`config.mk`:
```
export PLATFORM = sky130hd
export DESIGN_NAME = h3_hash
export DESIGN_NICKNAME = d
export VERILOG_FILES = /design/src/hdl/h3_hash.sv
export VERILOG_INCLUDE_DIRS = /design/src /design/src/hdl
export SDC_FILE = /design/constraint.sdc
export NUM_CORES = 1
export LEC_CHECK = 0
export BUFFER_PORTS_ARGS = -buffer_cell sky130_fd_sc_hd__buf_2
export CAP_MARGIN = 10
export CORE_AREA = 5 5 42 44
export DETAILED_ROUTE_END_ITERATION = 6
export DIE_AREA = 0 0 47 49
export GPL_ROUTABILITY_DRIVEN = 0
export REMOVE_ABC_BUFFERS = 1
export SKIP_LAST_GASP = 1
export SLEW_MARGIN = 30
export SYNTH_ARGS = -nofsm -noshare
export SYNTH_HDL_FRONTEND = slang
export SYNTH_SLANG_ARGS = --single-unit
```
`constraint.sdc`:
```
create_clock -name vclk -period 1.6
set_clock_uncertainty 0.1 [all_clocks]
set_input_delay 0.32 -clock vclk [all_inputs]
set_output_delay 0.32 -clock vclk [all_outputs]
set_load 0.005 [all_outputs]
```
`src/hdl/hash_table_macros.svh`:
```
`ifndef HASH_TABLE_MACROS_SVH
`define HASH_TABLE_MACROS_SVH

`define HT_KEY_WIDTH  16
`define HT_DATA_WIDTH 32
`define HT_NUM_TABLES 3
`define HT_ADR_WIDTH  6

// H3 masks, one 16-bit row per address bit, row 0 in the low bits
// rows keep bit 15 equal to bit 0 and bit 14 equal to bit 1
// so keys that differ by 16'h8001 or 16'h4002 share a bucket in every table
`define HT_Q_TABLE_0 {16'h1F38, 16'hD60B, 16'h27D4, \
                      16'h4B1E, 16'h8E59, 16'hC3A7}

`define HT_Q_TABLE_1 {16'h9B2D, 16'h6876, 16'hE1D7, \
                      16'h3E6C, 16'hB4C5, 16'h5A92}

`define HT_Q_TABLE_2 {16'h2A7C, 16'h96B5, 16'h0D98, \
                      16'hF05B, 16'hA3E1, 16'h7C4A}

`endif

```
`src/hdl/h3_hash.sv`:
```
`timescale 1ns/100ps

`include "hash_table_macros.svh"

module h3_hash #(
    parameter int TABLE_INDEX = 0
) (
    input  logic [`HT_KEY_WIDTH-1:0] key_i,
    output logic [`HT_ADR_WIDTH-1:0] adr_o
);

    localparam int Q_BITS = `HT_KEY_WIDTH * `HT_ADR_WIDTH;

    // rows of the selected table
    localparam logic [Q_BITS-1:0] Q_ROWS =
        (TABLE_INDEX == 0) ? `HT_Q_TABLE_0 :
        (TABLE_INDEX == 1) ? `HT_Q_TABLE_1 :
                             `HT_Q_TABLE_2;

    logic [`HT_KEY_WIDTH-1:0] masked [`HT_ADR_WIDTH];

    always_comb begin
        for (int b = 0; b < `HT_ADR_WIDTH; b++) begin
            masked[b] = key_i & Q_ROWS[b*`HT_KEY_WIDTH +: `HT_KEY_WIDTH];
        end
    end

    // each address bit is the parity of one masked key
    always_comb begin
        for (int b = 0; b < `HT_ADR_WIDTH; b++) begin
            adr_o[b] = ^masked[b];
        end
    end

endmodule

```
==> out/qor.txt <==
Post-DRT Antenna Nets - 0
Crit path kind - input pin to primary output
Die Wd - 47 um
Finished Core Util - 45.5%
Initial Util - 17.1%
Final WL - 731 um
# hold bufs at CTS - 0
Worst setup margin - -46.1 ps
Largest net degree at the start of global routing - 4
Register Area - 0 um^2
NumNets Final - 70
Vias in the first global route - 287
Hold path endpoint - adr_o[0]
Max Cap Viol - 0
P_sw - 0.000143 W
Synthesized area per cell - 9.96 um^2
Register area share after synthesis - 0%
Largest stage delay, worst path - 320 ps
Setup violations, final - 2
Sequential share of power - 0%
PwrDens - 579 nW/um^2
Worst Path Required - 1180 ps
GRT Total Usage - 6.28%
Core ar. - 1400 um^2
Hold wc startpoint - key_i[5]
Iteration-0 DRC Markers - 0
Diode count - 0
Global-route wire length before repair - 1.17 mm
Most frequent cells in the layout - buf_2, buf_6, xnor2_2, xnor2_1, xnor2_4
CP Max Fanout - 2
Slew Viols, Final - 0
Die area - 2300 um^2
Worst-margin pin slew - 260 ps
Worst IR Drop VDD - 0.247 mV
Fmax - 0.607 GHz
WHS - 955 ps
Failing checks - negative setup slack
Comb pwr share - 100.0%
Sum of buffers and inverters on the critical path - 2
WL/cell - 10.8 um
Endpoints failing hold - 0
IO Port Bufs - 22
Chip height - 49 um
First-pass iteration count of the detailed router - 1
CP Cell Sequence - buf_8 > xnor2_4 > xnor2_2 > xnor3_1 > buf_2
Hold Crit Class - input pin to primary output
Initial antenna violation count - 0
Status - complete, but fails checks
Post-synthesis cell type count - 4
Worst Path Arrival - 1230 ps
Flip-flop and latch count - 0
Gate Count Post-Synth - 24
Sw frac - 38.6%
Std cell rows - 14
Cell Area, Synth - 239 um^2
Crit start category - input pin
CP delay by family, top - XOR/XNOR gates
RSZ-0062 raised after global routing - true
Clock power frac - 0%
Int Pwr - 0.000227 W
Share of layout cells above drive strength 1 - 82.7%
Critical Path Sink Type - primary output
Lkg Pwr - 0.288 nW
Placed insts - 68
Global route overflow - 0
Commonest non-fill, non-tap cell in the layout - buf_2
Fin crit share - 103%
Layout clock buffer count - 0
Synth Warn # - 0
Non-Filler Instances - 68
Post-route cell area - 638 um^2
Fin crit period - 1650 ps
# DRC - 0
DR vias - 269
Area grow syn2layout - 167%
Slowest cell on crit path - xnor3_1
# IOs - 22
Placed Area - 414 um^2
Slew headroom - 82.5%
Vias/cell - 3.96
Hold depth - 3
[kinds of logic after synthesis]
group	count (synthesis)	share of synthesized area (%)
xor+xnor	24	100
[what timing repair did]
item / in CTS / in global routing
setup endpoints to repair: 6 / 6
hold endpoints to repair: 0 / 0
buffers inserted: 0 / 0
pin swaps: 7 / 7
gates resized for setup: 14 / 23
[worst min-delay path: stages]
cell     delay [ps]
buf_2           100
xnor3_1         210
buf_2           110
[metrics by stage]
step	setup TNS (ps)	setup WS, ps	total power (W)
after floorplan	0	135	0.000153
after global placement	-378	-109	0.000274
after detailed placement	-424	-124	0.000277
after CTS	-103	-72.3	0.000325
after global routing	-291	-104	0.000401
final	-61.9	-46.1	0.000370
[power groups by stage]
| stage | Combinational, W | Sequential, W | Clock [W] |
|---|---|---|---|
| 4_1_cts | 0.000325 | 0 | 0 |
| 3_5_place_dp | 0.000277 | 0 | 0 |
| 5_1_grt | 0.000401 | 0 | 0 |
| 2_1_floorplan | 0.000153 | 0 | 0 |
| 3_3_place_gp | 0.000274 | 0 | 0 |
| 6_report | 0.000370 | 0 | 0 |
[metal layers]
metal,track usage (%),share of wire (%)
met3,0.369,11
met1,9.05,28
met2,10.6,61
met4,0,0
met5,0,0
[synthesized netlist by cell type]
cell type	instances	area, um^2
xnor2_1	17	149
xnor2_2	2	32.5
xnor3_1	1	22.5
xor2_1	4	35.0
[final cells by class]
class | count | area, um^2
fillers | 138 | 763
multi-input cells | 24 | 404
well taps | 16 | 20.0
repair buffers | 28 | 214
[worst max path at each step]
stage	startpoint	end	slack, ps	depth (start not counted)
floorplan	key_i[14]	adr_o[0]	140	3
global placement	key_i[14]	adr_o[0]	-110	5
detailed placement	key_i[14]	adr_o[0]	-120	5
CTS	key_i[14]	adr_o[0]	-70	5
global route	key_i[2]	adr_o[0]	-100	5
finish	key_i[2]	adr_o[0]	-50	5
Power figures use the tool's default switching activity.
