`config.mk`:
```
export PLATFORM = sky130hd
export DESIGN_NAME = bucket_ram
export DESIGN_NICKNAME = d
export VERILOG_FILES = /design/src/hdl/hash_table_pkg.sv /design/src/hdl/bucket_ram.sv
export VERILOG_INCLUDE_DIRS = /design/src /design/src/hdl
export SDC_FILE = /design/constraint.sdc
export NUM_CORES = 2
export LEC_CHECK = 0
export BUFFER_PORTS_ARGS = -buffer_cell sky130_fd_sc_hd__buf_4
export CORE_UTILIZATION = 65
export CTS_BUF_LIST = sky130_fd_sc_hd__clkbuf_8
export DETAILED_ROUTE_END_ITERATION = 8
export PLACE_DENSITY_LB_ADDON = 0.08
export SKIP_CTS_REPAIR_TIMING = 1
export SLEW_MARGIN = 20
export SYNTH_ARGS = -nofsm -noshare
export SYNTH_HDL_FRONTEND = slang
export SYNTH_SLANG_ARGS = --single-unit
```
`constraint.sdc`:
```
create_clock -name clk -period 5.2 [get_ports clk]
set_input_delay 1.04 -clock clk [delete_from_list [all_inputs] [get_ports clk]]
set_output_delay 1.04 -clock clk [all_outputs]
set_load 0.02 [all_outputs]
```
`src/hdl/hash_table_macros.svh`:
```
`ifndef HASH_TABLE_MACROS_SVH
`define HASH_TABLE_MACROS_SVH

`define HT_KEY_WIDTH  16
`define HT_DATA_WIDTH 32
`define HT_NUM_TABLES 3
`define HT_ADR_WIDTH  6

// H3 masks, one 16-bit row per address bit, row 0 in the low bits
// rows keep bit 15 equal to bit 0 and bit 14 equal to bit 1
// so keys that differ by 16'h8001 or 16'h4002 share a bucket in every table
`define HT_Q_TABLE_0 {16'h1F38, 16'hD60B, 16'h27D4, \
                      16'h4B1E, 16'h8E59, 16'hC3A7}

`define HT_Q_TABLE_1 {16'h9B2D, 16'h6876, 16'hE1D7, \
                      16'h3E6C, 16'hB4C5, 16'h5A92}

`define HT_Q_TABLE_2 {16'h2A7C, 16'h96B5, 16'h0D98, \
                      16'hF05B, 16'hA3E1, 16'h7C4A}

`endif

```
`src/hdl/hash_table_pkg.sv`:
```
`include "hash_table_macros.svh"

package hash_table_pkg;

    typedef enum logic [1:0] {
        OP_NOP    = 2'b00,  // idle slot, answered ok
        OP_READ   = 2'b01,
        OP_WRITE  = 2'b10,
        OP_DELETE = 2'b11
    } ht_op_e;

    typedef enum logic [2:0] {
        ST_OK          = 3'd0,
        ST_NOT_FOUND   = 3'd1,  // read miss
        ST_NO_SPACE    = 3'd2,  // all candidate buckets taken
        ST_KEY_PRESENT = 3'd3,  // write of a stored key
        ST_NO_TARGET   = 3'd4   // delete miss
    } ht_status_e;

    typedef struct packed {
        ht_op_e                    op;
        logic [`HT_KEY_WIDTH-1:0]  key;
        logic [`HT_DATA_WIDTH-1:0] data;
    } ht_req_t;

    typedef struct packed {
        ht_status_e                status;
        logic [`HT_DATA_WIDTH-1:0] data;
    } ht_rsp_t;

    typedef struct packed {
        logic                      valid;
        logic [`HT_KEY_WIDTH-1:0]  key;
        logic [`HT_DATA_WIDTH-1:0] data;
    } ht_entry_t;

endpackage

```
`src/hdl/bucket_ram.sv`:
```
`timescale 1ns/100ps

`include "hash_table_macros.svh"

module bucket_ram
    import hash_table_pkg::*;
(
    input  logic                     clk,
    input  logic                     rst_n_i,
    input  logic [`HT_ADR_WIDTH-1:0] adr_i,
    input  logic                     wr_en_i,
    input  ht_entry_t                wr_entry_i,
    output ht_entry_t                rd_entry_o
);

    localparam int DEPTH     = 1 << `HT_ADR_WIDTH;
    localparam int PAYLOAD_W = `HT_KEY_WIDTH + `HT_DATA_WIDTH;

    logic [PAYLOAD_W-1:0] mem [DEPTH];  // key and data
    logic [DEPTH-1:0]     valid_q;      // one flag per bucket
    logic [PAYLOAD_W-1:0] rd_payload_q;
    logic                 rd_valid_q;

    // block ram part, old contents on a same-address read
    always_ff @(posedge clk) begin
        if (wr_en_i) begin
            mem[adr_i] <= {wr_entry_i.key, wr_entry_i.data};
        end
        rd_payload_q <= mem[adr_i];
    end

    always_ff @(posedge clk or negedge rst_n_i) begin
        if (!rst_n_i) begin
            valid_q    <= '0;
            rd_valid_q <= 1'b0;
        end else begin
            if (wr_en_i) begin
                valid_q[adr_i] <= wr_entry_i.valid;
            end
            rd_valid_q <= valid_q[adr_i];
        end
    end

    assign rd_entry_o = {rd_valid_q, rd_payload_q};

endmodule

```
==> reports/results.tsv <==
metric	value	unit
fmax	0.303	GHz
ys_seq_area_share	79.1	%
antenna_found_initial	24	
synth.area.top_cells	edfxtp_1 77%, a221oi_1 5.3%, mux2i_1 1.9%	
synth_seq_cells	3185	
drive_gt1_share	16.7	%
numPlacedInstances	9052	
syn_to_final_growth	11.9	%
viasPerCell	7.39	
yosys.cell_types.count	61	
start_kind	input port	
async_reset_ff_share	2.04	%
layout_commonest_cell	edfxtp_1	
ant_nets	0	
grt_pass1_vias	70700	
pwr_density_cell	375	nW/um2
yosysTopAreaCell	edfxtp_1	
fin_crit_sh	63.4	%
end_kind	register	
status	completed	
worstPathCellList	buf_8, inv_8, nand2_1, buf_4, o22ai_1, a221oi_1, o22ai_1, or3_1	
cts.sinks	3185	
synth_top_cell_area_share	76.9	%
synthCells	6720	
synth_nets	6778	
power_leakage	43.6	nW
vias	73600	
grt_max_degree	100	
maxSlewViolCount	0	
final_cell_mix	3072 x edfxtp_1, 730 x a221oi_1, 527 x clkbuf_8	
die_y	432	um
hold_viol	0	
instances_no_fill	9955	
cts_buffer_depth	4	
die_w	432	um
setup_ws	1.90	ns
start_util	65.5	%
fin_tns_setup	0	ns
ios	107	
grtUsageTotal	40.4	%
total_power	50.3	mW
worstPathMaxFanout	50	
rsz0062_at_grt	no	
cap_violations	0	
clkLatencyLatePin	1.14	ns
critPathMaxStageDelay	0.64	ns
nNetsFinal	7138	
tritoncts	done	
htreeDepth	5	
synth-edff-count	3072	
port_buffers	106	
finalCriticalPeriod	3.30	ns
first_iter_violations	11800	
cp.arrival	4.29	ns
fin_skew	0.0441	ns
yosysWarnings	0	
post_synth.cell_area_avg	17.9	um2
grt_pass1_wl	522000	um
post-dp-hpwl	205000	um
ys.flop_type	edfxtp_1	
first_pass_iters	6	
worstMarginPinSlew	1.20	ns
cts_made_buffers	490	
slew-limit-headroom	19.6	%
drc	0	
crit_top_cell	o22ai_1	
critPathSlowestCell	nand2_1	
row_count	157	
cp.required	6.19	ns
setup_violations	0	
wl	376000	um
clk_pin_slew_worst_paths	0.06	ns
syn_area	120000	um2
critical_path_class	in -> reg	
vdd_ir_drop_max	0.319	mV
core_area	183000	um2
gp_congestion	0.899	
cts-root-buf	clkbuf_8	
wire_per_inst	37.8	um
die-area	186000	um2
overflow	0	
place_ws	0.928	ns
hold_class	in -> async	
==> cells in the mapped netlist (all sizes together) (20+ instances only) <==
cell	count
dfxtp	48
or3	23
buf	169
mux4	56
o21ai	221
a221oi	732
mux2i	225
edfxtp	3072
nand2	94
nor2	416
o32ai	27
dfrtp	65
o211ai	20
a22oi	272
nand4	40
a221o	40
mux2	232
clkbuf	356
a22o	104
a222oi	23
a21oi	78
o22ai	193
nor3	55
==> worst max-delay path, delay by kind of cell <==
family          cells  cell delay (ns)
simple gates        2             1.03
compound gates      3             0.73
buf+inv             3             1.31
==> path summary, 6_finish.rpt <==
| path | from | endpoint | slack, ns | cells past startpoint |
|---|---|---|---|---|
| min in group clk | wr_entry_i[11] | mem[56][11]$_DFFE_PP_ | 0.41 | 1 |
| min | rst_n_i | rd_valid_q$_DFF_PN0_ | 0.05 | 1 |
| max | adr_i[2] | rd_payload_q[35]$_DFF_P_ | 1.90 | 8 |
| min reg2reg | valid_q[59]$_DFFE_PN0P_ | valid_q[59]$_DFFE_PN0P_ | 0.49 | 1 |
| max in group asynchronous | rst_n_i | valid_q[48]$_DFFE_PN0P_ | 4.51 | 1 |
| max reg2reg | mem[25][2]$_DFFE_PP_ | rd_payload_q[2]$_DFF_P_ | 2.91 | 6 |
==> cell type report <==
class | count | area [um2]
Antenna cell | 22 | 55.1
Clock buffer | 527 | 7250
Fill cell | 11000 | 49000
Multi-Input combinational cell | 3007 | 23600
Timing Repair Buffer | 393 | 3960
Sequential cell | 3185 | 94800
Clock inverter | 354 | 1480
Inverter | 3 | 28.8
Tap cell | 2464 | 3080
==> sequential cells by signal (all words and copies together), names as in the netlist <==
register,count
rd_payload_q,48
valid_q,64
mem,3072
rd_valid_q,1
==> kinds of logic after synthesis <==
logic type             count (synthesis)  share of synthesized area [%]
AO/OA/AOI/OAI                       1805                           11.6
flip-flops                          3185                           79.1
multiplexers                         513                           5.11
buffers and inverters                528                           1.78
AND/OR/NAND/NOR                      689                           2.48
==> per-layer routing <==
metal	vias up	track usage, %	wire length, um
met3	1216	10.8	53000
met5	-	0	99
li1	29000	-	-
met4	14	23.3	24800
met2	6220	60.1	170000
met1	37100	54.5	128000
==> power breakdown <==
group | leakage (nW) | switching [mW] | internal (mW)
Clock | 5.23 | 9.37 | 9.35
Sequential | 28.9 | 0.207 | 28.4
Combinational | 9.46 | 2.08 | 0.874
Total | 43.6 | 11.7 | 38.7
==> through the flow <==
step | area (um2) | hold slack, ns | util (%)
floorplan | 120000 | 0.458 | -
global placement | 126000 | 0.468 | 68.5
CTS | 134000 | -0.00379 | 73.2
global route | 134000 | 0.0729 | 73.3
detailed placement | 126000 | 0.476 | 68.5
finish | 134000 | 0.0487 | 73.3
(Power assumes the default switching activity.)
