$ cat src/hdl/hash_table_macros.svh
`ifndef HASH_TABLE_MACROS_SVH
`define HASH_TABLE_MACROS_SVH

`define HT_KEY_WIDTH  16
`define HT_DATA_WIDTH 32
`define HT_NUM_TABLES 3
`define HT_ADR_WIDTH  6

// H3 masks, one 16-bit row per address bit, row 0 in the low bits
// rows keep bit 15 equal to bit 0 and bit 14 equal to bit 1
// so keys that differ by 16'h8001 or 16'h4002 share a bucket in every table
`define HT_Q_TABLE_0 {16'h1F38, 16'hD60B, 16'h27D4, \
                      16'h4B1E, 16'h8E59, 16'hC3A7}

`define HT_Q_TABLE_1 {16'h9B2D, 16'h6876, 16'hE1D7, \
                      16'h3E6C, 16'hB4C5, 16'h5A92}

`define HT_Q_TABLE_2 {16'h2A7C, 16'h96B5, 16'h0D98, \
                      16'hF05B, 16'hA3E1, 16'h7C4A}

`endif

$ cat src/hdl/hash_table_pkg.sv
`include "hash_table_macros.svh"

package hash_table_pkg;

    typedef enum logic [1:0] {
        OP_NOP    = 2'b00,  // idle slot, answered ok
        OP_READ   = 2'b01,
        OP_WRITE  = 2'b10,
        OP_DELETE = 2'b11
    } ht_op_e;

    typedef enum logic [2:0] {
        ST_OK          = 3'd0,
        ST_NOT_FOUND   = 3'd1,  // read miss
        ST_NO_SPACE    = 3'd2,  // all candidate buckets taken
        ST_KEY_PRESENT = 3'd3,  // write of a stored key
        ST_NO_TARGET   = 3'd4   // delete miss
    } ht_status_e;

    typedef struct packed {
        ht_op_e                    op;
        logic [`HT_KEY_WIDTH-1:0]  key;
        logic [`HT_DATA_WIDTH-1:0] data;
    } ht_req_t;

    typedef struct packed {
        ht_status_e                status;
        logic [`HT_DATA_WIDTH-1:0] data;
    } ht_rsp_t;

    typedef struct packed {
        logic                      valid;
        logic [`HT_KEY_WIDTH-1:0]  key;
        logic [`HT_DATA_WIDTH-1:0] data;
    } ht_entry_t;

endpackage

$ cat src/hdl/table_controller.sv
`timescale 1ns/100ps

`include "hash_table_macros.svh"

module table_controller
    import hash_table_pkg::*;
(
    input  logic                                clk,
    input  logic                                rst_n_i,
    input  ht_req_t                             req_i,
    input  logic                                req_valid_i,
    output logic                                req_ready_o,
    output ht_rsp_t                             rsp_o,
    output logic                                rsp_valid_o,
    input  logic                                rsp_ready_i,
    output logic [`HT_KEY_WIDTH-1:0]            lookup_key_o,
    input  ht_entry_t [`HT_NUM_TABLES-1:0]      entries_i,
    output logic [`HT_NUM_TABLES-1:0]           wr_en_o,
    output ht_entry_t                           wr_entry_o
);

    localparam int NT = `HT_NUM_TABLES;

    typedef enum logic [1:0] {
        S_IDLE,
        S_LOOKUP,
        S_DECIDE,
        S_RESPOND
    } state_e;

    state_e                    state_q;
    state_e                    state_d;
    ht_req_t                   req_q;
    ht_rsp_t                   rsp_q;
    ht_rsp_t                   rsp_d;
    logic                      req_take;
    logic [NT-1:0]             hit_vec;
    logic [NT-1:0]             free_vec;
    logic [NT-1:0]             hit_first;
    logic [NT-1:0]             free_first;
    logic [`HT_DATA_WIDTH-1:0] hit_data;
    logic [NT-1:0]             wr_sel;
    ht_entry_t                 wr_entry;

    assign req_take = req_valid_i && req_ready_o;

    always_comb begin
        state_d = state_q;
        case (state_q)
            S_IDLE: begin
                if (req_take) begin
                    state_d = S_LOOKUP;
                end
            end
            S_LOOKUP: begin
                state_d = S_DECIDE;  // ram read in flight
            end
            S_DECIDE: begin
                state_d = S_RESPOND;
            end
            S_RESPOND: begin
                if (rsp_ready_i) begin
                    state_d = S_IDLE;
                end
            end
            default: begin
                state_d = S_IDLE;
            end
        endcase
    end

    always_ff @(posedge clk or negedge rst_n_i) begin
        if (!rst_n_i) begin
            state_q <= S_IDLE;
        end else begin
            state_q <= state_d;
        end
    end

    always_ff @(posedge clk) begin
        if (req_take) begin
            req_q <= req_i;
        end
        if (state_q == S_DECIDE) begin
            rsp_q <= rsp_d;
        end
    end

    // match and free detection over all tables
    always_comb begin
        for (int t = 0; t < NT; t++) begin
            hit_vec[t]  = entries_i[t].valid && (entries_i[t].key == req_q.key);
            free_vec[t] = !entries_i[t].valid;
        end
    end

    assign hit_first  = hit_vec & (~hit_vec + NT'(1));    // lowest set bit
    assign free_first = free_vec & (~free_vec + NT'(1));

    always_comb begin
        hit_data = '0;
        for (int t = 0; t < NT; t++) begin
            if (hit_first[t]) begin
                hit_data = hit_data | entries_i[t].data;
            end
        end
    end

    always_comb begin
        rsp_d    = '{status: ST_OK, data: '0};
        wr_sel   = '0;
        wr_entry = '{valid: 1'b1, key: req_q.key, data: req_q.data};
        case (req_q.op)
            OP_READ: begin
                if (|hit_vec) begin
                    rsp_d.data = hit_data;
                end else begin
                    rsp_d.status = ST_NOT_FOUND;
                end
            end
            OP_WRITE: begin
                if (|hit_vec) begin
                    rsp_d.status = ST_KEY_PRESENT;
                end else if (|free_vec) begin
                    wr_sel = free_first;  // lowest free table
                end else begin
                    rsp_d.status = ST_NO_SPACE;
                end
            end
            OP_DELETE: begin
                if (|hit_vec) begin
                    wr_sel         = hit_first;
                    wr_entry.valid = 1'b0;
                    wr_entry.data  = hit_data;  // contents kept, flag dropped
                end else begin
                    rsp_d.status = ST_NO_TARGET;
                end
            end
            default: begin
                rsp_d.status = ST_OK;  // nop
            end
        endcase
    end

    assign wr_en_o      = (state_q == S_DECIDE) ? wr_sel : '0;
    assign wr_entry_o   = wr_entry;
    assign lookup_key_o = req_q.key;
    assign req_ready_o  = (state_q == S_IDLE);
    assign rsp_valid_o  = (state_q == S_RESPOND);
    assign rsp_o        = rsp_q;

endmodule

$ cat config.mk
export PLATFORM = sky130hd
export DESIGN_NAME = table_controller
export DESIGN_NICKNAME = d
export VERILOG_FILES = /design/src/hdl/hash_table_pkg.sv /design/src/hdl/table_controller.sv
export VERILOG_INCLUDE_DIRS = /design/src /design/src/hdl
export SDC_FILE = /design/constraint.sdc
export NUM_CORES = 1
export LEC_CHECK = 0
export ABC_AREA = 1
export ABC_CLOCK_PERIOD_IN_PS = 3100
export BUFFER_PORTS_ARGS = -buffer_cell sky130_fd_sc_hd__buf_4
export CELL_PAD_IN_SITES_DETAIL_PLACEMENT = 2
export CELL_PAD_IN_SITES_GLOBAL_PLACEMENT = 2
export CORE_MARGIN = 3
export CORE_UTILIZATION = 25
export DETAILED_ROUTE_END_ITERATION = 8
export PLACE_DENSITY_LB_ADDON = 0.1
export SLEW_MARGIN = 10
export SYNTH_ARGS = -nofsm -noshare
export SYNTH_HDL_FRONTEND = slang
export SYNTH_SLANG_ARGS = --single-unit
export TNS_END_PERCENT = 10
$ cat constraint.sdc
create_clock -name clk -period 3.1 [get_ports clk]
set_input_delay 0.155 -clock clk [delete_from_list [all_inputs] [get_ports clk]]
set_output_delay 0.155 -clock clk [all_outputs]
set_load 0.05 [all_outputs]
==> results.txt, run 1 <==
H-tree depth: 3
crit share post-route: 0.900
max_cap viols: 0
Synth area leaders: edfxtp_1, nand2_1, nand3_1, inv_1, buf_4
Critical Setup Path Class: register to output pin
Cells after Synth: 729
first-pass GRT wire length: 39000 um
GR Util All Layers: 0.212
Post-CTS Resized: 0
mux cell area share after synthesis: 0
CTS tree: built
Root Driver: clkbuf_16
Post-synth EDFFs: 85
post-DP HPWL: 20100 um
Arr. time, crit path: 2.64 ns
number of cells after detailed placement: 1264
pwr dens: 586 nW/um2
status: completed
Final WS setup: 0.310 ns
xor/xnor cell area share of the yosys netlist: 0.0173
commonest non-fill, non-tap cells in the layout: buf_4, nand2_1, edfxtp_1, inv_1, nand3_1
Final Power: 5.17 mW
Worst-Margin Slew: 0.581 ns
row count: 53
commonest non-fill, non-tap cell in the layout: buf_4
Synth Area in Adders: 0.00675
Synth area leader: edfxtp_1
Worst setup SP type: register
main combinational cell family by area after synthesis: simple AND/OR/NAND/NOR gates
maximum vdd drop: 0.302 mV
drt wl/cell: 19.5 um
Hold Slack: 0.132 ns
Final Hold Vio Count: 0
CTS Buf Count: 9
clk sinks: 87
GRT overflow: 0
DR pass1 iterations: 4
initial core utilization: 0.260
Seq/Total Area, Yosys: 0.468
Req. time, crit path: 2.94 ns
Ports: 306
Post-DRT Antenna Nets: 0
RSZ-0062 raised after global routing: no
CP Max Fanout: 23
min-delay worst type: primary input to async pin
setup_tns: 0 ns
fin cells: 1330
drt initial violations: 235
CTS clk-pin slew, worst paths: 0.07 ns
Mean Syn Cell Area: 7.63 um2
Rel. slew slack: 0.611
Layout fillers: 2485
leakage: 4.40 nW
Via Count: 6108
area delta synth->final: 58.5%
Slew Viols, Final: 0
Die Ht: 155 um
buffers added on ports: 305
Synth Area in Simple Gates: 0.338
Fmax achieved: 0.358 GHz
vias in the first global route: 6806
post-synthesis async set-or-reset flop share: 0.0230
antenna cell count: 0
clock insertion delay at the later pin of the skew report: 0.34 ns
Synth Cell Area: 5560 um2
Yosys Warn Count: 0
Die Area: 24100 um2
clock skew: 0.00780 ns
share of cells above drive strength 1: 0.349
Setup crit end kind: output pin
core area: 21400 um2
synth unique cells: 27
Final min period: 2.79 ns
Synth Flop Type: edfxtp_1
Yosys top cell area share: 0.459
GPL Wtd Cong: 0.777
Setup-failing EPs final: 0
Post-Route WL: 25900 um
pre-CTS setup slack: 0.513 ns
#FFs+latches synth: 87
largest net degree at the start of global routing: 34
fraction of the mapped netlist area in compound gates: 0.0362
CTS Buffer Depth: 2
Vias/cell: 4.59
Die X-Extent: 155 um
initial antenna violation count: 0
layout net count: 1256
syn_nets: 933
DRC Markers: 0
## layer usage
layer | share of wire | track usage
met5 | 0 | 0
met4 | 0.023 | 0.0521
met3 | 0.080 | 0.0634
met2 | 0.51 | 0.384
met1 | 0.39 | 0.244
## synth_stat cells (2+ instances only)
library cell / number
a21oi_1: 38
buf_2: 15
buf_4: 32
buf_6: 3
clkbuf_1: 12
dfrtp_1: 2
edfxtp_1: 85
ha_1: 3
inv_1: 79
inv_2: 15
nand2_1: 281
nand2_2: 2
nand2_4: 2
nand3_1: 72
nand4_1: 34
nor2_1: 27
nor2_2: 2
nor2_4: 2
nor3_1: 3
or2_2: 4
xor2_1: 10
## sequential cells by signal (all words and copies together) (netlist names)
| signal | cells |
|---|---|
| req_q | 34 |
| rsp_o | 35 |
| state_q | 2 |
| lookup_key_o | 16 |
## stage by stage
stage                     utilization  cell area [um2]
after floorplan                     -             5560
after global placement          0.372             7970
after detailed placement        0.372             7970
after CTS                       0.411             8810
after global routing            0.412             8820
final                           0.412             8820
## power by group
part           total, mW  internal, mW  switching, mW
sequential          1.72          1.61          0.110
clock               1.29         0.785          0.504
combinational       2.16         0.659           1.50
## worst max-delay path: stages, from the launching register on
cell	delay [ns]
edfxtp_1	0.52
inv_2	0.08
nand2_1	0.08
nand2_1	0.05
nor2_1	0.08
nand2_1	0.06
nor2_1	0.12
nand2_1	0.10
nor2_4	0.20
inv_2	0.07
nand2_4	0.09
nand2_4	0.05
inv_2	0.19
buf_12	0.21
nand2_1	0.09
nand2_1	0.08
buf_4	0.20
## cell type report
type                    instances  area [um2]  share of cell area
inverters                      94         353              0.0400
clock buffers                   9         225              0.0255
multi-input cells             486        2230               0.253
well taps                     275         344              0.0390
flip-flops and latches         87        2600               0.295
clock inverters                 5         108              0.0122
repair buffers                374        2960               0.336
## timing repair
| action | in CTS | in global routing |
|---|---|---|
| setup endpoints to repair | 0 | 24 |
| hold buffers | 51 | 0 |
| endpoints found under the hold margin | 52 | 0 |
| setup buffers | 0 | 1 |
## cell families (layout without fill, tap and decap cells)
logic type / count (synthesis) / after routing
simple gates: 432 / 432
compound gates: 40 / 40
flops: 87 / 87
buf+inv: 156 / 482
xor+xnor: 11 / 11
fa+ha+maj: 3 / 3
## path summary, 6_finish.rpt
check                      slack, ns             start  cells past startpoint             end
setup / recovery                0.31  lookup_key_o[10]                     16  wr_entry_o[11]
hold / removal                  0.13           rst_n_i                      2      state_q[1]
setup reg to reg                0.67  lookup_key_o[10]                     13       rsp_o[13]
hold reg to reg                 0.60        state_q[1]                      2      state_q[1]
max in group asynchronous       2.88           rst_n_i                      2      state_q[0]
min in group clk                0.21       rsp_ready_i                      4      state_q[1]
Power figures use the tool's default switching activity.
==> inputs of run 2 (changes only) <==
--- a/config.mk
+++ b/config.mk
@@ -8,5 +8,5 @@
 export LEC_CHECK = 0
 export ABC_AREA = 1
-export ABC_CLOCK_PERIOD_IN_PS = 3100
+export ABC_CLOCK_PERIOD_IN_PS = 3600
 export BUFFER_PORTS_ARGS = -buffer_cell sky130_fd_sc_hd__buf_4
 export CELL_PAD_IN_SITES_DETAIL_PLACEMENT = 2
==> constraint.sdc (replaced) <==
create_clock -name clk -period 3.6 [get_ports clk]
set_input_delay 0.72 -clock clk [delete_from_list [all_inputs] [get_ports clk]]
set_output_delay 0.72 -clock clk [all_outputs]
set_load 0.05 [all_outputs]
==> results.txt, run 2 (synthesis results as in run 1) <==
status: completed
area delta synth->final: 49.1%
drt wl/cell: 19.1 um
Placed Instance Area: 7980 um2
pwr dens: 515 nW/um2
GR Layer Usage met3: 0.0679
DR pass1 iterations: 5
largest net degree at the start of global routing: 37
leakage: 4.17 nW
CTS tree: built
CTS Buffer Depth: 2
Worst setup SP type: register
Hold-fix buffers, CTS: 0
Final min period: 3.33 ns
Net Sw Power: 1.80 mW
Critical Setup Path Class: register to output pin
layout net count: 1206
buffers added on ports: 305
Setup crit end kind: output pin
clock skew: 0.0107 ns
Die X-Extent: 155 um
CP max-delay cell: edfxtp_1
post-DP HPWL: 19400 um
initial antenna violation count: 1
Crit path largest cell delay: 0.43 ns
CTS clk-pin slew, worst paths: 0.07 ns
vias in the first global route: 6378
Worst-Margin Slew: 0.696 ns
Logic pwr share: 0.418
Vias/cell: 4.58
first-pass GRT wire length: 36700 um
M1 GR Usage: 0.230
H-tree depth: 3
CTS Buf Count: 9
initial core utilization: 0.260
Clock Power Share: 0.235
Die Area: 24100 um2
maximum vdd drop: 0.267 mV
Die Ht: 155 um
Setup-failing EPs final: 0
Final Power: 4.27 mW
min-delay worst type: primary input to async pin
Final Hold Vio Count: 0
Via Count: 5875
Layout fillers: 2520
Post-Route WL: 24500 um
row count: 53
core area: 21400 um2
DRC Markers: 0
GR peak layer: met2
Root Driver: clkbuf_16
clock insertion delay at the later pin of the skew report: 0.35 ns
Register Area: 2600 um2
CP Max Fanout: 33
GR Util All Layers: 0.199
CP top delay family: buffers and inverters
Sw Ratio: 0.421
Fmax achieved: 0.300 GHz
Ports: 306
Arr. time, crit path: 2.61 ns
Req. time, crit path: 2.88 ns
commonest non-fill, non-tap cells in the layout: buf_4, nand2_1, edfxtp_1, inv_1, nand3_1
GRT overflow: 0
crit path cell chain: buf_4 -> xor2_1 -> nor3_4 -> nand3_4 -> nand2_2 -> inv_2 -> nand2_4 -> nand2_4 -> buf_4 -> nand2_1 -> nand2_1 -> buf_4
max_cap viols: 0
Final Cell Area: 8300 um2
clk sinks: 87
R2R setup slack: 1.41 ns
GPL Wtd Cong: 0.769
sequential share of power: 0.346
CP dominant cell by count: buf_4
area of the multi-input gates: 2230 um2
Slew Viols, Final: 0
setup_tns: 0 ns
drt initial violations: 238
share of cells above drive strength 1: 0.368
Critical path buffers and inverters: 4
RSZ-0062 raised after global routing: no
max reg flops: 35
Global Route met2 Usage: 0.355
commonest non-fill, non-tap cell in the layout: buf_4
Pint: 2.47 mW
Rel. slew slack: 0.535
Post-DRT Antenna Nets: 0
crit share post-route: 0.925
## run 2: cell types whose count changed in the layout (fill, tap and decap cells not counted)
cell	before	now
dlygate4sd3_1	51	0
bufinv_16	3	1
buf_4	321	322
clkbuf_1	0	1
clkbuf_8	0	1
clkinvlp_4	0	1
diode_2	0	1
inv_6	1	2
nor3_1	3	2
nor3_2	0	1
## run 2: cell type report
class | instances | share of cell area
tap | 275 | 0.0415
multi-input combinational | 486 | 0.269
timing repair buffer | 324 | 0.296
antenna | 1 | 0.000302
clock buffer | 11 | 0.0293
sequential | 87 | 0.314
inverter | 94 | 0.0425
clock inverter | 5 | 0.00769
## run 2: power groups by stage
| stage | sequential (mW) | combinational (mW) | clock (mW) |
|---|---|---|---|
| floorplan | 1.84 | 0.820 | 0 |
| global placement | 1.50 | 1.79 | 0 |
| detailed placement | 1.51 | 1.81 | 0 |
| CTS | 1.49 | 1.81 | 1.04 |
| global route | 1.51 | 1.90 | 1.07 |
| finish | 1.48 | 1.79 | 1.01 |
## run 2: worst paths after layout
kind,start,end,cells after the start
max,lookup_key_o[0],wr_entry_o[9],12
min,rst_n_i,state_q[1],1
max reg2reg,lookup_key_o[0],rsp_o[12],10
min reg2reg,state_q[0],state_q[0],2
max in group asynchronous,rst_n_i,state_q[0],1
min in group clk,req_i[30],req_q[30],1
## run 2: metrics by stage
stage | setup WS (ns) | util | cells | hold WS, ns
floorplan | 0.461 | - | 729 | 0.424
global placement | 0.321 | 0.372 | 1265 | 0.507
detailed placement | 0.300 | 0.372 | 1265 | 0.509
CTS | 0.140 | 0.387 | 1281 | 0.117
global route | 0.0326 | 0.387 | 1283 | 0.117
finish | 0.268 | 0.387 | 1283 | 0.136
## run 2: metal layers
metal,vias up,part of all wire
met5,-,0
met4,0,0.017
met3,17,0.082
met2,189,0.51
met1,2806,0.39
li1,2863,-
## run 2: what timing repair did
item / in CTS / in global routing
setup endpoints to repair: 0 / 28
gates resized for setup: 0 / 1
setup buffers: 0 / 1
==> inputs of run 3 (changes only) <==
ABC_CLOCK_PERIOD_IN_PS = 3500   (was 3600)
CORE_UTILIZATION = 23   (was 25)
clock period = 3.5 ns   (was 3.6 ns; I/O delays follow)
==> results.txt, run 3 (synthesis results as in run 1) <==
status: completed
Via Count: 5882
GRT overflow: 0
reg-to-reg endpoint: rsp_o[28]
drt wl/cell: 19.1 um
Fmax achieved: 0.303 GHz
CTS Buf Count: 9
Final Cell Area: 8380 um2
buffers added on ports: 305
Layout fillers: 2810
initial antenna violation count: 0
share of cells above drive strength 1: 0.371
Vias/cell: 4.44
DRC Markers: 0
CTS tree: built
post-DP HPWL: 19200 um
clock insertion delay at the later pin of the skew report: 0.36 ns
first-pass GRT wire length: 37600 um
initial core utilization: 0.236
FF-to-FF path depth: 8
min-delay worst type: primary input to async pin
clock skew: 0.0120 ns
Critical Setup Path Class: register to output pin
Worst setup SP type: register
fin cells: 1326
Register Area: 2600 um2
RSZ-0062 raised after global routing: yes
Worst-Margin Slew: 0.840 ns
CP Max Fanout: 15
Die X-Extent: 162 um
GPL Wtd Cong: 0.758
Req. time, crit path: 2.80 ns
area delta synth->final: 50.6%
leakage: 4.17 nW
Setup-failing EPs final: 0
Rel. slew slack: 0.438
core area: 23600 um2
layout net count: 1205
commonest non-fill, non-tap cell in the layout: buf_4
crit share post-route: 0.942
max_cap viols: 0
Root Driver: clkbuf_16
Arr. time, crit path: 2.60 ns
R2R setup slack: 1.02 ns
H-tree depth: 3
row count: 56
number of cells after detailed placement: 1304
drt initial violations: 177
clk sinks: 87
CTS clk-pin slew, worst paths: 0.07 ns
Metal-1 WL: 10300 um
Final min period: 3.30 ns
Ports: 306
max reg flops: 35
Die Area: 26100 um2
Hold-fix buffers, CTS: 0
Post-Route WL: 25400 um
worst flop-to-flop path startpoint: lookup_key_o[6]
Hold Slack: 0.115 ns
top routing layer used: met4
vias in the first global route: 6383
largest net degree at the start of global routing: 37
Setup crit end kind: output pin
maximum vdd drop: 0.315 mV
Slew Viols, Final: 0
commonest non-fill, non-tap cells in the layout: buf_4, nand2_1, edfxtp_1, inv_1, nand3_1
Die Ht: 162 um
Post-DRT Antenna Nets: 0
GR Util All Layers: 0.190
Met3 Wirelength: 2070 um
CTS Buffer Depth: 2
Placed Instance Area: 8020 um2
Final Hold Vio Count: 0
setup_tns: 0 ns
pwr dens: 515 nW/um2
DR pass1 iterations: 4
area of the multi-input gates: 2240 um2
metal2 WL: 12700 um
run 3: cell types whose count changed in the layout (fill, tap and decap cells not counted), moves of 2 or more:
cell,change
buf_12,+2
buf_4,-8
buf_6,+4
clkinv_2,+2
nor2_1,-2
nor2_2,+2
run 3: power breakdown:
part           total (mW)  internal [mW]  switching [mW]  leakage [nW]
Clock               0.939          0.482           0.456         0.130
Sequential           1.53           1.43           0.101         0.840
Combinational        1.85          0.545            1.31          3.20
Total                4.32           2.45            1.87          4.17
run 3: worst max-delay path by stage:
stage	startpoint	endpoint	slack, ns	cells after the start
after detailed placement	entries_i[89]	wr_entry_o[16]	0.17	13
final	lookup_key_o[6]	wr_entry_o[18]	0.20	12
after global routing	lookup_key_o[0]	wr_en_o[0]	-0.04	11
after CTS	lookup_key_o[0]	wr_entry_o[16]	0.04	15
after global placement	entries_i[85]	wr_entry_o[8]	0.18	17
after floorplan	entries_i[137]	wr_en_o[2]	0.40	11
run 3: critical path, stage by stage, from the launching register on:
cell,delay (ns)
edfxtp_1,0.52
xor2_1,0.21
nor3_1,0.29
nand2_1,0.14
nor2_4,0.16
inv_2,0.06
nand2_4,0.09
nand2_4,0.12
inv_4,0.13
clkbuf_16,0.19
nand2_1,0.07
nand2_1,0.06
buf_4,0.19
run 3: per-stage QoR:
stage | power [mW] | util | worst slack, ns
3_5_place_dp | 3.42 | 0.340 | 0.171
6_report | 4.32 | 0.355 | 0.202
3_3_place_gp | 3.39 | 0.340 | 0.184
2_1_floorplan | 2.74 | - | 0.401
4_1_cts | 4.38 | 0.351 | 0.0373
5_1_grt | 4.55 | 0.355 | -0.0395
run 3: final cells by class:
class                   instances  area share
well taps                     319      0.0476
clock inverters                 7     0.00552
clock buffers                   9      0.0269
repair buffers                323       0.299
diodes                          1    0.000299
multi-input cells             486       0.268
flip-flops and latches         87       0.311
inverters                      94      0.0424
run 3: what timing repair did:
action	in CTS	in global routing
setup buffers	0	4
gates resized for setup	0	9
endpoints found under the setup margin	0	35
run 3: per-layer routing:
layer,up-vias,global-route usage
met2,179,0.337
met4,0,0.0430
met3,15,0.0646
met1,2822,0.221
met5,-,0
li1,2866,-
